File: config.mk
export PLATFORM = sky130hd
export DESIGN_NAME = pc_gen
export DESIGN_NICKNAME = d
export VERILOG_FILES = /design/src/common/fetch_pkg.sv /design/src/hw/pc_gen.sv
export VERILOG_INCLUDE_DIRS = /design/src /design/src/common
export SDC_FILE = /design/constraint.sdc
export NUM_CORES = 1
export LEC_CHECK = 0
export ABC_AREA = 1
export BUFFER_PORTS_ARGS = -buffer_cell sky130_fd_sc_hd__buf_4
export CORE_AREA = 8 8 85 87
export DETAILED_ROUTE_END_ITERATION = 6
export DIE_AREA = 0 0 93 95
export PLACE_DENSITY = 0.84
export SLEW_MARGIN = 10
export SYNTH_ARGS = -nofsm -noshare
export SYNTH_HDL_FRONTEND = slang
export SYNTH_SLANG_ARGS = --single-unit
File: constraint.sdc
create_clock -name clk_i -period 2.2 [get_ports clk_i]
set_clock_uncertainty 0.05 [all_clocks]
set_input_delay 0.44 -clock clk_i [delete_from_list [all_inputs] [get_ports clk_i]]
set_output_delay 0.44 -clock clk_i [all_outputs]
set_load 0.05 [all_outputs]
File: src/common/bp_consts.svh
`ifndef BP_CONSTS_SVH
`define BP_CONSTS_SVH

// Width of one instruction address
`define XLEN 32

// PC bits [BP_INDEX_WIDTH+1:2] index both predictor tables
`define BP_INDEX_WIDTH 6

// Fetch starts here after reset
`define PC_RESET 32'h0000_0000

// One 32-bit instruction per fetch
`define PC_STEP 32'd4

`endif

File: src/common/fetch_pkg.sv
`include "bp_consts.svh"

package fetch_pkg;

    // One instruction address
    typedef logic [`XLEN-1:0] addr_t;

    // Kind of a resolved control transfer
    typedef enum logic [1:0] {
        BR_NONE = 2'b00,
        BR_COND = 2'b01,  // conditional branch
        BR_JAL  = 2'b10,  // direct jump, target known at fetch time
        BR_JALR = 2'b11   // indirect jump, never predicted
    } br_kind_t;

endpackage

File: src/hw/pc_gen.sv
`timescale 1ns/10ps

`include "bp_consts.svh"

module pc_gen
    import fetch_pkg::*;
(
    input  logic  clk_i,
    input  logic  rst_ni,
    input  logic  stall_i,
    input  logic  mispredict_i,
    input  addr_t recover_pc_i,
    input  logic  pred_taken_i,
    input  addr_t pred_target_i,
    output addr_t pc_o
);

    addr_t pc_q;
    addr_t pc_seq;
    addr_t pc_next;
    logic  pc_load;

    assign pc_seq = pc_q + `PC_STEP;

    // Recovery first, then prediction, then fall through
    always_comb begin
        if (mispredict_i) begin
            pc_next = recover_pc_i;
        end else if (pred_taken_i) begin
            pc_next = pred_target_i;
        end else begin
            pc_next = pc_seq;
        end
    end

    // A flush must land even while stalled
    assign pc_load = mispredict_i | ~stall_i;

    always_ff @(posedge clk_i or negedge rst_ni) begin
        if (!rst_ni) begin
            pc_q <= `PC_RESET;
        end else if (pc_load) begin
            pc_q <= pc_next;
        end
    end

    assign pc_o = pc_q;

endmodule

==> results.py <==
metrics = {
    "place": {
        "dp.final_hpwl_um": 6970,
        "place_congestion": 0.915,
        "place_area_um2": 3510,
        "port_buffers": 100,
    },
    "clocking": {
        "cts.repair.resized": 0,
        "htreeDepth": 2,
        "ctsRootBufferMaster": "clkbuf_8",
        "postCtsHoldBufs": 0,
        "cts_buffers": 5,
        "cts_tree": "yes",
        "cts_setup_buffers": 0,
        "path_clk_slew_ps": 70,
        "clockBufferDepth": 2,
        "insertion_delay_ps": 290,
        "clkSinkCount": 32,
    },
    "global_route": {
        "grt_pass1_wl_um": 14900,
        "antenna_found_initial": 0,
        "grt_pass1_vias": 3190,
        "grt_max_degree": 34,
        "grt_use_total_pct": 20.7,
        "grt_overflow": 0,
    },
    "cells_and_area": {
        "area_delta_synth_final_pct": 32.6,
        "nets": 576,
        "n_fill_cell": 530,
        "drive_gt1_share_pct": 31.2,
        "final_util_pct": 61.9,
        "largest_reg_flops": 32,
        "diodes": 0,
        "stdcell_area_um2": 3600,
    },
    "die": {
        "die_area_um2": 8840,
        "die_w_um": 93,
        "rows": 28,
        "initial_utilization_pct": 46.7,
        "fp.dieH_um": 95,
        "core_area_um2": 5820,
        "num_io_pins": 101,
    },
    "critical_path": {
        "worst_path_most_repeated_cell": "nand2_2",
        "worstReg2RegStart": "pc_o[3]$_DFFE_PN0P_",
        "critical_path.startpoint": "pc_o[3]$_DFFE_PN0P_",
        "crit_arrival_ps": 1860,
        "worstPathMaxFanout": 6,
        "critPathLaunchType": "register",
        "crit_path_end_kind": "register",
        "endpoint": "pc_o[22]$_DFFE_PN0P_",
        "worstSetupPathType": "register to register",
        "critPathMaxStageDelay_ps": 460,
        "worst_path_max_delay_cell": "dfrtp_1",
        "r2r_slack_ps": 510,
        "reg2reg_depth": 9,
        "crit_required_ps": 2370,
        "crit_chain": "ha_1 -> nand2_2 -> nor2_8 -> nand2_8 -> nor2_8 -> nand2_2 -> nand2_2 -> nand3_2 -> a21oi_2",
        "r2r_end": "pc_o[22]$_DFFE_PN0P_",
    },
    "drt": {
        "antenna_left": 0,
        "viasPerCell": 5.53,
        "vias": 3219,
        "drc": 0,
        "drt_iter0_drc": 267,
        "wl_per_cell_um": 15.7,
        "dr.pass1.iters": 5,
        "routed_wl_um": 9110,
    },
    "synthesis": {
        "ys.flop_type": "dfrtp_1",
        "ys_warn_count": 0,
        "yosysUniqueCellTypes": 33,
        "synth.avg_cell_area_um2": 6.59,
        "synth.area.top_cells": "dfrtp_1 29%, nand2_1 15%, nand3_1 9.6%, nor2_1 8.6%, a21oi_1 4.6%",
        "ys_ff_latch": 32,
        "ys_seq_area_share_pct": 29.5,
        "synth_edf_count": 0,
        "netlist_top_cells_count": "111 x nand2_1, 62 x nor2_1, 52 x nand3_1, 32 x dfrtp_1, 25 x a21oi_1",
        "yosys.area.top_type": "dfrtp_1",
        "synthMostInstantiatedCell": "nand2_1",
        "synth_cells": 412,
        "post_synth_instance_area_um2": 2720,
        "ys_async_sr_fraction_pct": 100,
        "synth_top_area_share_pct": 29.5,
        "synth_fp_nets": 482,
    },
    "sta": {
        "timing.fmax_mhz": 593,
        "tightest_slew_ps": 435,
        "fin_crit_ps": 1690,
        "final.setup.tns_ps": 0,
        "finalHoldViolations": 0,
        "relSlewSlack_pct": 71.0,
        "slew_violations": 0,
        "rsz0062_at_grt": "no",
        "period_share_pct": 76.6,
        "setup_viol": 0,
    },
    "outcome": {
        "status": "completed",
    },
    "pwr": {
        "cellLeakagePower_uw": 0.00176,
        "power.total_uw": 2150,
        "powerDensity_nw_per_um2": 598,
        "ir_drop_mv": 0.335,
    },
    "worst_hold_path": {
        "hold_class": "input pin to asynchronous set/reset pin",
    },
    "job": {
        "maxCapViolations": 0,
    },
}
cell type report:
cell class / count / area, um^2 / share of cell area (%)
clock buffer: 8 / 90.1 / 2.50
inverter: 25 / 93.8 / 2.61
multi-input combinational: 336 / 1730 / 48.0
sequential: 32 / 801 / 22.2
tap: 75 / 93.8 / 2.61
timing repair buffer: 106 / 796 / 22.1
per-layer routing:
metal  track usage [%]  vias to the layer above  share of wire [%]
li1                  -                     1542                  -
met3              4.84                       23                6.3
met4              8.86                        0                2.4
met2              36.6                      135                 52
met1              23.4                     1519                 40
met5                 0                        -                  0
cell usage in the layout, fill, tap and decap left out, types with 3 or more instances in the layout:
cell / synthesis / routed
nor2_8: 4 / 4
nor2_2: 4 / 4
dfrtp_1: 32 / 32
a21oi_2: 4 / 4
buf_4: 4 / 106
clkbuf_8: 0 / 6
nand2_1: 111 / 111
a31oi_1: 19 / 19
nor2_1: 62 / 62
nand2_2: 16 / 16
a21oi_1: 25 / 25
o211ai_1: 4 / 4
inv_1: 20 / 20
inv_2: 5 / 5
o21ai_0: 4 / 4
xnor2_1: 3 / 3
nand3_1: 52 / 52
nor2_4: 7 / 7
worst min path at each step:
| stage | start | to | slack [ps] | cells after the start |
|---|---|---|---|---|
| 3_5_place_dp | rst_ni | pc_o[0]$_DFFE_PN0P_ | 360 | 1 |
| 5_1_grt | rst_ni | pc_o[28]$_DFFE_PN0P_ | 80 | 1 |
| 4_1_cts | rst_ni | pc_o[0]$_DFFE_PN0P_ | 50 | 1 |
| 2_1_floorplan | rst_ni | pc_o[0]$_DFFE_PN0P_ | 90 | 0 |
| 6_report | rst_ni | pc_o[0]$_DFFE_PN0P_ | 40 | 1 |
| 3_3_place_gp | rst_ni | pc_o[3]$_DFFE_PN0P_ | 350 | 1 |
logic make-up (layout without fill, tap and decap cells):
kind of cell | Yosys count | after routing | share of synthesized area, %
compound gates | 64 | 64 | 14.2
xor+xnor | 3 | 3 | 0.968
fa+ha+maj | 1 | 1 | 0.461
buf+inv | 44 | 139 | 6.91
flops | 32 | 32 | 29.5
simple gates | 268 | 268 | 47.9
per-stage QoR:
| step | worst slack, ps | std cells | hold slack, ps |
|---|---|---|---|
| finish | 514 | 582 | 35.5 |
| global route | 417 | 582 | 75.4 |
| CTS | 541 | 582 | 54.9 |
| detailed placement | 506 | 574 | 359 |
| global placement | 567 | 574 | 352 |
| floorplan | 338 | 412 | 94.4 |
critical path, delay by kind of cell, from the launching register on:
family	cells	cell delay [ps]
AO/OA/AOI/OAI	1	110
AND/OR/NAND/NOR	7	790
flip-flops	1	460
adder cells (fa/ha/maj)	1	230
report_power, final:
| part | switching [uW] | internal, uW | leakage, uW |
|---|---|---|---|
| registers | 128 | 662 | 0.000379 |
| clock network | 227 | 255 | 0.0000455 |
| logic | 575 | 306 | 0.00134 |
| total | 931 | 1220 | 0.00176 |
No activity file was read; power rests on OpenSTA's default activity.
